### config.mk
export PLATFORM = sky130hd
export DESIGN_NAME = cnn_top
export DESIGN_NICKNAME = d
export VERILOG_FILES = /design/src/design/cnn_pix_pkg.sv /design/src/design/cnn_mem_pkg.sv /design/src/design/cnn_top.sv /design/src/design/out_packer.sv /design/src/design/conv_pool.sv /design/src/design/window_fetch.sv /design/src/design/kernel_regs.sv
export VERILOG_INCLUDE_DIRS = /design/src /design/src/design
export SDC_FILE = /design/constraint.sdc
export NUM_CORES = 2
export LEC_CHECK = 0
export BUFFER_PORTS_ARGS = -buffer_cell sky130_fd_sc_hd__buf_4
export CORE_ASPECT_RATIO = 0.7
export CORE_MARGIN = 8
export CORE_UTILIZATION = 45
export DETAILED_ROUTE_END_ITERATION = 6
export PLACE_DENSITY = 0.67
export SLEW_MARGIN = 20
export SYNTH_ARGS = -nofsm -noshare
export SYNTH_HDL_FRONTEND = slang
export SYNTH_SLANG_ARGS = --single-unit
### constraint.sdc
create_clock -name clk -period 7.2 [get_ports clk]
set_clock_uncertainty 0.1 [all_clocks]
set_input_delay 0.72 -clock clk [delete_from_list [all_inputs] [get_ports clk]]
set_output_delay 0.72 -clock clk [all_outputs]
set_load 0.05 [all_outputs]
### src/design/cnn_cfg.svh
`ifndef CNN_CFG_SVH
`define CNN_CFG_SVH

// SRAM geometry
`define CNN_ADDR_W 12
`define CNN_DATA_W 16

// Arithmetic widths
`define CNN_PIX_W 8
`define CNN_ACC_W 20

// Kernel and patch shape
`define CNN_KTAPS 9
`define CNN_KWORDS 5
`define CNN_PATCH_WORDS 8

// Size word that ends the matrix sequence
`define CNN_SIZE_END 16'hFFFF
`define CNN_RELU_MAX 127

`endif
### src/design/cnn_pix_pkg.sv
`default_nettype none
`include "cnn_cfg.svh"

package cnn_pix_pkg;

	typedef logic signed [`CNN_PIX_W-1:0] pix_t;
	typedef logic signed [`CNN_ACC_W-1:0] acc_t;

	// Taps in row-major order, tap 0 at index 0
	typedef pix_t [`CNN_KTAPS-1:0] kernel_t;

	// 4x4 patch, pixel (r,c) at index r*4+c
	typedef struct packed {
		pix_t [15:0] pix;
		logic        last;
	} patch_t;

	// Clipped max of one patch
	typedef struct packed {
		logic [`CNN_PIX_W-1:0] value;
		logic                  last;
	} pool_res_t;

endpackage

`default_nettype wire

### src/design/cnn_mem_pkg.sv
`default_nettype none
`include "cnn_cfg.svh"

package cnn_mem_pkg;

	// Two pixels in one SRAM word
	typedef struct packed {
		logic [`CNN_PIX_W-1:0] hi;
		logic [`CNN_PIX_W-1:0] lo;
	} pix_pair_t;

	// Input word is either a size header or a pixel pair
	typedef union packed {
		logic [`CNN_DATA_W-1:0] size;
		pix_pair_t              pix_pair;
	} sram_word_u;

	typedef struct packed {
		logic                   en;
		logic [`CNN_ADDR_W-1:0] addr;
		logic [`CNN_DATA_W-1:0] data;
	} sram_wr_t;

endpackage

`default_nettype wire

### src/design/cnn_top.sv
`timescale 1ns/1ps
`default_nettype none
`include "cnn_cfg.svh"

module cnn_top
	import cnn_mem_pkg::*;
	import cnn_pix_pkg::*;
(
	input  wire                    clk,
	input  wire                    reset_b,
	input  wire                    run,
	output logic                   busy,
	output logic [`CNN_ADDR_W-1:0] in_rd_addr,
	input  wire  [`CNN_DATA_W-1:0] in_rd_data,
	output logic [`CNN_ADDR_W-1:0] weights_rd_addr,
	input  wire  [`CNN_DATA_W-1:0] weights_rd_data,
	output sram_wr_t               out_wr
);
	logic      run_start;
	patch_t    patch;
	logic      patch_valid;
	logic      patch_ready;
	logic      conv_idle;
	kernel_t   kernel;
	logic      kernel_valid;
	pool_res_t res;
	logic      res_valid;

	window_fetch u_fetch (
		.clk         (clk),
		.reset_b     (reset_b),
		.run         (run),
		.busy        (busy),
		.run_start   (run_start),
		.in_rd_addr  (in_rd_addr),
		.in_rd_data  (in_rd_data),
		.patch_ready (patch_ready),
		.conv_idle   (conv_idle),
		.patch       (patch),
		.patch_valid (patch_valid)
	);

	kernel_regs u_kernel (
		.clk             (clk),
		.reset_b         (reset_b),
		.run_start       (run_start),
		.weights_rd_addr (weights_rd_addr),
		.weights_rd_data (weights_rd_data),
		.kernel          (kernel),
		.kernel_valid    (kernel_valid)
	);

	conv_pool u_conv (
		.clk          (clk),
		.reset_b      (reset_b),
		.patch        (patch),
		.patch_valid  (patch_valid),
		.kernel       (kernel),
		.kernel_valid (kernel_valid),
		.patch_ready  (patch_ready),
		.conv_idle    (conv_idle),
		.res          (res),
		.res_valid    (res_valid)
	);

	out_packer u_pack (
		.clk       (clk),
		.reset_b   (reset_b),
		.run_start (run_start),
		.res       (res),
		.res_valid (res_valid),
		.out_wr    (out_wr)
	);

endmodule

`default_nettype wire

### src/design/out_packer.sv
`timescale 1ns/1ps
`default_nettype none
`include "cnn_cfg.svh"

module out_packer
	import cnn_mem_pkg::*;
	import cnn_pix_pkg::*;
(
	input  wire            clk,
	input  wire            reset_b,
	input  wire            run_start,
	input  wire pool_res_t res,
	input  wire            res_valid,
	output sram_wr_t       out_wr
);
	logic                   have_hi;
	logic [`CNN_PIX_W-1:0]  hi_byte;
	logic [`CNN_ADDR_W-1:0] next_addr;
	logic                   wr_en;
	logic [`CNN_ADDR_W-1:0] wr_addr;
	logic [`CNN_DATA_W-1:0] wr_data;
	logic                   pair_done;
	logic                   flush;

	assign pair_done = res_valid && have_hi;
	// Last result of an odd count goes out alone
	assign flush     = res_valid && !have_hi && res.last;
	assign out_wr    = '{en: wr_en, addr: wr_addr, data: wr_data};

	always_ff @(posedge clk) begin
		if (!reset_b) begin
			have_hi   <= 1'b0;
			next_addr <= '0;
			wr_en     <= 1'b0;
		end else begin
			wr_en <= pair_done || flush;
			if (res_valid)
				have_hi <= !have_hi && !res.last;
			if (run_start)
				next_addr <= '0;
			else if (pair_done || flush)
				next_addr <= next_addr + 1'b1;
		end
	end

	always_ff @(posedge clk) begin
		if (res_valid && !have_hi)
			hi_byte <= res.value;
		if (pair_done)
			wr_data <= {hi_byte, res.value};
		else if (flush)
			wr_data <= {res.value, 8'h00};
		if (pair_done || flush)
			wr_addr <= next_addr;
	end

endmodule

`default_nettype wire

### src/design/conv_pool.sv
`timescale 1ns/1ps
`default_nettype none
`include "cnn_cfg.svh"

module conv_pool
	import cnn_pix_pkg::*;
(
	input  wire          clk,
	input  wire          reset_b,
	input  wire patch_t  patch,
	input  wire          patch_valid,
	input  wire kernel_t kernel,
	input  wire          kernel_valid,
	output logic         patch_ready,
	output logic         conv_idle,
	output pool_res_t    res,
	output logic         res_valid
);
	logic                           running;
	logic                           accept;
	logic [3:0]                     tap;
	logic [1:0]                     kcol;
	logic [3:0]                     pbase;
	pix_t [15:0]                    pix_q;
	logic                           last_q;
	acc_t                           acc [4];
	logic signed [2*`CNN_PIX_W-1:0] prod [4];
	acc_t                           max_top;
	acc_t                           max_bot;
	acc_t                           max_all;

	assign patch_ready = kernel_valid && !running;
	assign conv_idle   = !running;
	assign accept      = patch_valid && patch_ready;

	// Lane l covers the window at row l[1], column l[0]
	always_comb begin
		for (int l = 0; l < 4; l++)
			prod[l] = kernel[tap] * pix_q[pbase + 4'({l[1], 1'b0, l[0]})];
	end

	always_ff @(posedge clk) begin
		if (!reset_b) begin
			running   <= 1'b0;
			tap       <= '0;
			kcol      <= '0;
			pbase     <= '0;
			res_valid <= 1'b0;
		end else begin
			res_valid <= 1'b0;
			if (accept) begin
				running <= 1'b1;
				tap     <= '0;
				kcol    <= '0;
				pbase   <= '0;
			end else if (running) begin
				tap <= tap + 4'd1;
				// Wrap to the next kernel row
				if (kcol == 2'd2) begin
					kcol  <= '0;
					pbase <= pbase + 4'd2;
				end else begin
					kcol  <= kcol + 2'd1;
					pbase <= pbase + 4'd1;
				end
				if (tap == 4'(`CNN_KTAPS - 1)) begin
					running   <= 1'b0;
					res_valid <= 1'b1;
				end
			end
		end
	end

	always_ff @(posedge clk) begin
		if (accept) begin
			pix_q  <= patch.pix;
			last_q <= patch.last;
			for (int l = 0; l < 4; l++)
				acc[l] <= '0;
		end else if (running) begin
			for (int l = 0; l < 4; l++)
				acc[l] <= acc[l] + prod[l];
		end
	end

	// --------------------
	// Pool and clip
	// --------------------
	assign max_top = (acc[0] > acc[1]) ? acc[0] : acc[1];
	assign max_bot = (acc[2] > acc[3]) ? acc[2] : acc[3];
	assign max_all = (max_top > max_bot) ? max_top : max_bot;

	always_comb begin
		res.last = last_q;
		if (max_all[`CNN_ACC_W-1])
			res.value = '0;
		else if (max_all > `CNN_RELU_MAX)
			res.value = 8'(`CNN_RELU_MAX);
		else
			res.value = max_all[`CNN_PIX_W-1:0];
	end

endmodule

`default_nettype wire

### src/design/window_fetch.sv
`timescale 1ns/1ps
`default_nettype none
`include "cnn_cfg.svh"

module window_fetch
	import cnn_mem_pkg::*;
	import cnn_pix_pkg::*;
(
	input  wire                    clk,
	input  wire                    reset_b,
	input  wire                    run,
	output logic                   busy,
	output logic                   run_start,
	output logic [`CNN_ADDR_W-1:0] in_rd_addr,
	input  wire sram_word_u        in_rd_data,
	input  wire                    patch_ready,
	input  wire                    conv_idle,
	output patch_t                 patch,
	output logic                   patch_valid
);
	typedef enum logic [2:0] {
		S_IDLE, S_SIZE, S_CHECK, S_FETCH, S_LAST, S_HOLD, S_DRAIN, S_FLUSH
	} state_t;

	state_t                 state;
	logic [7:0]             n;
	logic [7:0]             row;
	logic [7:0]             col;
	logic [`CNN_ADDR_W-1:0] base;
	logic [`CNN_ADDR_W-1:0] row_addr;
	logic [`CNN_ADDR_W-1:0] rd_addr;
	logic [`CNN_ADDR_W-1:0] n_words;
	logic [`CNN_ADDR_W-1:0] half_n;
	logic [2:0]             wcnt;
	logic                   cap_en;
	logic [2:0]             cap_idx;
	logic                   col_end;
	logic                   last_patch;
	logic                   xfer;
	logic                   is_end;

	assign busy       = (state != S_IDLE);
	assign in_rd_addr = (state == S_FETCH) ? rd_addr : base;
	assign n_words    = `CNN_ADDR_W'(n);
	assign half_n     = `CNN_ADDR_W'(n[7:1]);
	assign col_end    = (col == n - 8'd4);
	assign last_patch = col_end && (row == n - 8'd4);
	assign xfer       = patch_valid && patch_ready;
	assign is_end     = (in_rd_data.size == `CNN_SIZE_END);

	// --------------------
	// Sequencing
	// --------------------
	always_ff @(posedge clk) begin
		if (!reset_b) begin
			state       <= S_IDLE;
			patch_valid <= 1'b0;
			run_start   <= 1'b0;
			wcnt        <= '0;
			cap_en      <= 1'b0;
			cap_idx     <= '0;
		end else begin
			run_start <= 1'b0;
			cap_en    <= (state == S_FETCH);
			cap_idx   <= wcnt;
			case (state)
				S_IDLE: begin
					if (run) begin
						state     <= S_SIZE;
						run_start <= 1'b1;
					end
				end
				S_SIZE:  state <= S_CHECK;
				S_CHECK: state <= is_end ? S_DRAIN : S_FETCH;
				S_FETCH: begin
					wcnt <= wcnt + 3'd1;
					if (wcnt == 3'(`CNN_PATCH_WORDS - 1))
						state <= S_LAST;
				end
				// Eighth word lands this cycle
				S_LAST: begin
					patch_valid <= 1'b1;
					state       <= S_HOLD;
				end
				S_HOLD: begin
					if (xfer) begin
						patch_valid <= 1'b0;
						state       <= last_patch ? S_SIZE : S_FETCH;
					end
				end
				S_DRAIN: begin
					if (conv_idle)
						state <= S_FLUSH;
				end
				// Room for the packer's final write
				S_FLUSH: state <= S_IDLE;
				default: state <= S_IDLE;
			endcase
		end
	end

	// --------------------
	// Matrix walk
	// --------------------
	always_ff @(posedge clk) begin
		case (state)
			S_IDLE: base <= '0;
			S_CHECK: begin
				n        <= in_rd_data.size[7:0];
				row      <= '0;
				col      <= '0;
				row_addr <= base + 1'b1;
				rd_addr  <= base + 1'b1;
			end
			// Two words per patch row, then down one image row
			S_FETCH: rd_addr <= wcnt[0] ? rd_addr + half_n - 1'b1 : rd_addr + 1'b1;
			S_HOLD: begin
				if (xfer) begin
					if (last_patch) begin
						base <= row_addr + (n_words << 1);
					end else if (col_end) begin
						row      <= row + 8'd2;
						col      <= '0;
						row_addr <= row_addr + n_words;
						rd_addr  <= row_addr + n_words;
					end else begin
						col     <= col + 8'd2;
						rd_addr <= row_addr + `CNN_ADDR_W'(col[7:1]) + 1'b1;
					end
				end
			end
			default: ;
		endcase
	end

	// Low byte is the even column
	always_ff @(posedge clk) begin
		if (cap_en) begin
			patch.pix[{cap_idx, 1'b0}] <= in_rd_data.pix_pair.lo;
			patch.pix[{cap_idx, 1'b1}] <= in_rd_data.pix_pair.hi;
		end
		if (state == S_LAST)
			patch.last <= last_patch;
	end

endmodule

`default_nettype wire

### src/design/kernel_regs.sv
`timescale 1ns/1ps
`default_nettype none
`include "cnn_cfg.svh"

module kernel_regs
	import cnn_mem_pkg::*;
	import cnn_pix_pkg::*;
(
	input  wire                    clk,
	input  wire                    reset_b,
	input  wire                    run_start,
	output logic [`CNN_ADDR_W-1:0] weights_rd_addr,
	input  wire sram_word_u        weights_rd_data,
	output kernel_t                kernel,
	output logic                   kernel_valid
);
	logic       reading;
	logic       rd_now;
	logic [2:0] rd_cnt;
	logic       cap_en;
	logic [2:0] cap_idx;

	// First word goes out in the run_start cycle itself
	assign rd_now = run_start || reading;
	assign weights_rd_addr = `CNN_ADDR_W'(rd_cnt);

	always_ff @(posedge clk) begin
		if (!reset_b) begin
			reading      <= 1'b0;
			rd_cnt       <= '0;
			cap_en       <= 1'b0;
			cap_idx      <= '0;
			kernel_valid <= 1'b0;
		end else begin
			cap_en  <= rd_now;
			cap_idx <= rd_cnt;
			if (rd_now) begin
				if (rd_cnt == 3'(`CNN_KWORDS - 1)) begin
					reading <= 1'b0;
					rd_cnt  <= '0;
				end else begin
					reading <= 1'b1;
					rd_cnt  <= rd_cnt + 3'd1;
				end
			end
			if (run_start)
				kernel_valid <= 1'b0;
			else if (cap_en && cap_idx == 3'(`CNN_KWORDS - 1))
				kernel_valid <= 1'b1;
		end
	end

	// Even tap in the high byte; the last word carries only tap 8
	always_ff @(posedge clk) begin
		if (cap_en) begin
			kernel[{cap_idx, 1'b0}] <= weights_rd_data.pix_pair.hi;
			if (cap_idx != 3'(`CNN_KWORDS - 1))
				kernel[{cap_idx, 1'b1}] <= weights_rd_data.pix_pair.lo;
		end
	end

endmodule

`default_nettype wire

==> impl_results.md <==
* Vias after detailed routing at ~27000
* Final nets at 4418
* Power per cell area at 212 nW/um2
* Synth async-reset ratio at 0
* Largest net degree at the start of global routing at slightly below 90
* Dpl cells at approximately 4900
* Starting Density at 0.455
* Vias per Instance at 5.39
* Initial antenna violation count at 1
* Die extent in x at about 380 um
* Core area at 90100 um2
* TritonCTS Buffers at 57
* Flop and latch count out of synthesis at between 500 and 600
* Fin area at 46100 um2
* Post-DP HPWL at 81.2 mm
* F_max at 144 MHz
* Root Buffer: clkbuf_16
* CP Class: flip-flop to flip-flop
* Cell count after synthesis at about 3600
* # rows at 92
* Fin crit period at between 6 and 7 ns
* First-pass GRT wire length at 164 mm
* # DRC at 0
* VDD IR-drop max at 0.231 mV
* Slew @ Worst Pin at about 1.1 ns
* Synth Area per Inst at 11.5 um2
* Fillers at 7831
* Data required, critical path at around 7.5 ns
* CP endpoint kind: flip-flop
* Outcome: completed
* Final WS setup at 0.277 ns
* Post-route clock period utilization at 0.961
* CTS tree: built
* Mapped Area at around 40000 um2
* Non-Filler Instances at 4996
* Final Slew Violations at 0
* Lkg Pwr at around 19 nW
* Total Routing Usage GR at 0.210
* CP max-delay cell: fa_1
* Initial DRT Pass Iterations at 7
* Layout cells sized above 1 at 0.124
* Die H at approximately 270 um
* WL/cell at 21.2 um
* Register area share after synthesis at 0.393
* Final Hold Viols at 0
* Most used cell, CP: fa_1
* Startpoint class of the critical path: flip-flop
* Crit path arrival time at approximately 7 ns
* Clock Latency Late Sink at between 0.6 and 0.7 ns
* Clk slew on worst S/H paths at 0.07 ns
* Final setup fails at 0
* WL final at 106 mm
* Netlist cell types at 76
* # IOs at 89
* Total die area at 101000 um2
* Antenna fix cells at 0
* Post-DP Area at between 40000 and 50000 um2
* Worst relative slew slack at 0.267
* EDFF count, synth at about 510
* Setup TNS at 0 ns
* Max cap viols at 0
* CTS H-tree depth at 2
* Synth Warn # at 0
* Gr ovfl total at 0
* I/O Buffers at slightly below 80
* GP Congestion at 0.892
* Clk buf depth at 3
* Vias in the first global route at 27300
* Number of DRC markers in iteration 0 at 2420
* Area grow syn2layout at 12.4%
* Min-delay worst type: input port to flip-flop
* Routed Antenna Nets at 0
* Clock sinks at approximately 550
* Top FF cell, synth: edfxtp_1
* Post-Place Worst Slack at between 0.03 and 0.04 ns
* Max stage delay on crit path at 0.54 ns
* Critical Path Fanout Max at 9
-- flip-flops by register name, indices dropped and copies added (netlist names), 2 cells and up --
signal / flops
u_fetch.patch: 129
u_conv.pix_q: 128
u_conv.acc: 80
u_kernel.kernel: 72
u_pack.wr_data: 16
u_fetch.base: 12
u_fetch.rd_addr: 12
u_fetch.row_addr: 12
u_pack.next_addr: 12
u_pack.wr_addr: 12
u_fetch.col: 8
u_fetch.n: 8
u_pack.hi_byte: 8
u_fetch.row: 7
u_conv.pbase: 4
u_conv.tap: 4
u_fetch.cap_idx: 3
u_fetch.state: 3
u_fetch.wcnt: 3
u_kernel.cap_idx: 3
u_kernel.rd_cnt: 3
u_conv.kcol: 2
-- area by class of cell --
class,count,area [um2],area share
clock inverter,36,458,0.00993
multi-input combinational,2388,22700,0.492
sequential,552,16100,0.349
tap,1222,1530,0.0332
timing repair buffer,214,1870,0.0406
clock buffer,71,1530,0.0332
inverter,513,1930,0.0419
-- layout by cell type, fill, tap and decap left out, types with 30 or more instances in the layout --
master	instances
inv_1	510
edfxtp_1	505
fa_1	355
nand2_1	320
ha_1	299
nor2_1	238
and2_1	213
buf_4	192
xnor2_1	122
a21oi_1	110
mux4_2	95
o21ai_0	80
clkbuf_16	58
xor2_1	52
nand3_1	46
dfxtp_1	43
mux2i_1	41
a21o_1	38
nor2b_1	37
nand2b_1	32
and3_1	30
-- critical path, delay by kind of cell (launching register included) --
kind	cells	cell delay [ns]
AOI/OAI and AO/OA	10	1.87
xor gates and xnor gates	2	0.52
adders and majority gates	7	2.92
buffers and inverters	3	0.36
DFF	1	0.42
and+or+nand+nor	3	0.44
-- report_power, final --
part	switching, mW	total [mW]	internal, mW
combinational	1.67	3.07	1.39
clock	1.38	3.15	1.78
sequential	0.0388	3.55	3.51
total	3.09	9.77	6.68
-- cell families (layout without fill, tap and decap cells) --
family                     count (synthesis)  count (layout)  share of synthesized area
muxes                                    154             154                     0.0671
xor gates and xnor gates                 178             178                     0.0383
DFF                                      552             552                      0.393
other                                      1              11                  0.0000914
adders and majority gates                657             657                      0.266
buffers and inverters                    632             834                     0.0593
AOI/OAI and AO/OA                        368             368                     0.0566
and+or+nand+nor                         1020            1020                      0.121
-- final timing paths --
kind                                          end  depth (start not counted)  slack (ns)                         start
setup / recovery  u_conv.acc[3][18]$_SDFFCE_PN0P_                         25        0.28  u_conv.pbase[1]$_SDFFE_PP0P_
hold / removal      u_kernel.kernel[34]$_DFFE_PP_                          1        0.16           weights_rd_data[10]
setup reg to reg  u_conv.acc[3][18]$_SDFFCE_PN0P_                         25        0.28  u_conv.pbase[1]$_SDFFE_PP0P_
hold reg to reg        u_conv.pix_q[93]$_DFFE_PP_                          0        0.29   u_fetch.patch[94]$_DFFE_PP_
-- Yosys cell counts (all sizes together), types with 45 or more instances --
cell | instances | share of area
a21oi | 115 | 0.014
and2 | 216 | 0.033
clkbuf | 92 | 0.0084
dfxtp | 47 | 0.023
edfxtp | 505 | 0.37
fa | 356 | 0.17
ha | 301 | 0.092
inv | 512 | 0.047
mux2i | 45 | 0.011
mux4 | 95 | 0.052
nand2 | 322 | 0.029
nand3 | 46 | 0.0056
nor2 | 238 | 0.022
o21ai | 101 | 0.012
xnor2 | 123 | 0.026
xor2 | 54 | 0.012
-- through the flow --
stage	utilization	hold slack [ns]	power (mW)
2_1_floorplan	-	0.300	5.84
3_3_place_gp	0.487	0.300	6.58
3_5_place_dp	0.487	0.305	6.62
4_1_cts	0.509	0.122	9.80
5_1_grt	0.512	0.124	10.4
6_report	0.512	0.160	9.77
-- repair_timing --
item / CTS / global route
pin swaps: 0 / 2
setup endpoints to repair: 1 / 16
gates cloned: 0 / 1
resized for setup: 1 / 27
hold buffers: 0 / 0
buffers inserted: 0 / 8
-- metal layers --
| layer | up-vias | global-route usage | routed length [um] |
|---|---|---|---|
| li1 | 12300 | - | - |
| met1 | 13400 | 0.312 | 48800 |
| met2 | 1027 | 0.297 | 43300 |
| met3 | 122 | 0.0812 | 12300 |
| met4 | 0 | 0.0338 | 1520 |
| met5 | - | 0 | 0 |
Note: power is estimated with default switching activity, not from simulation.
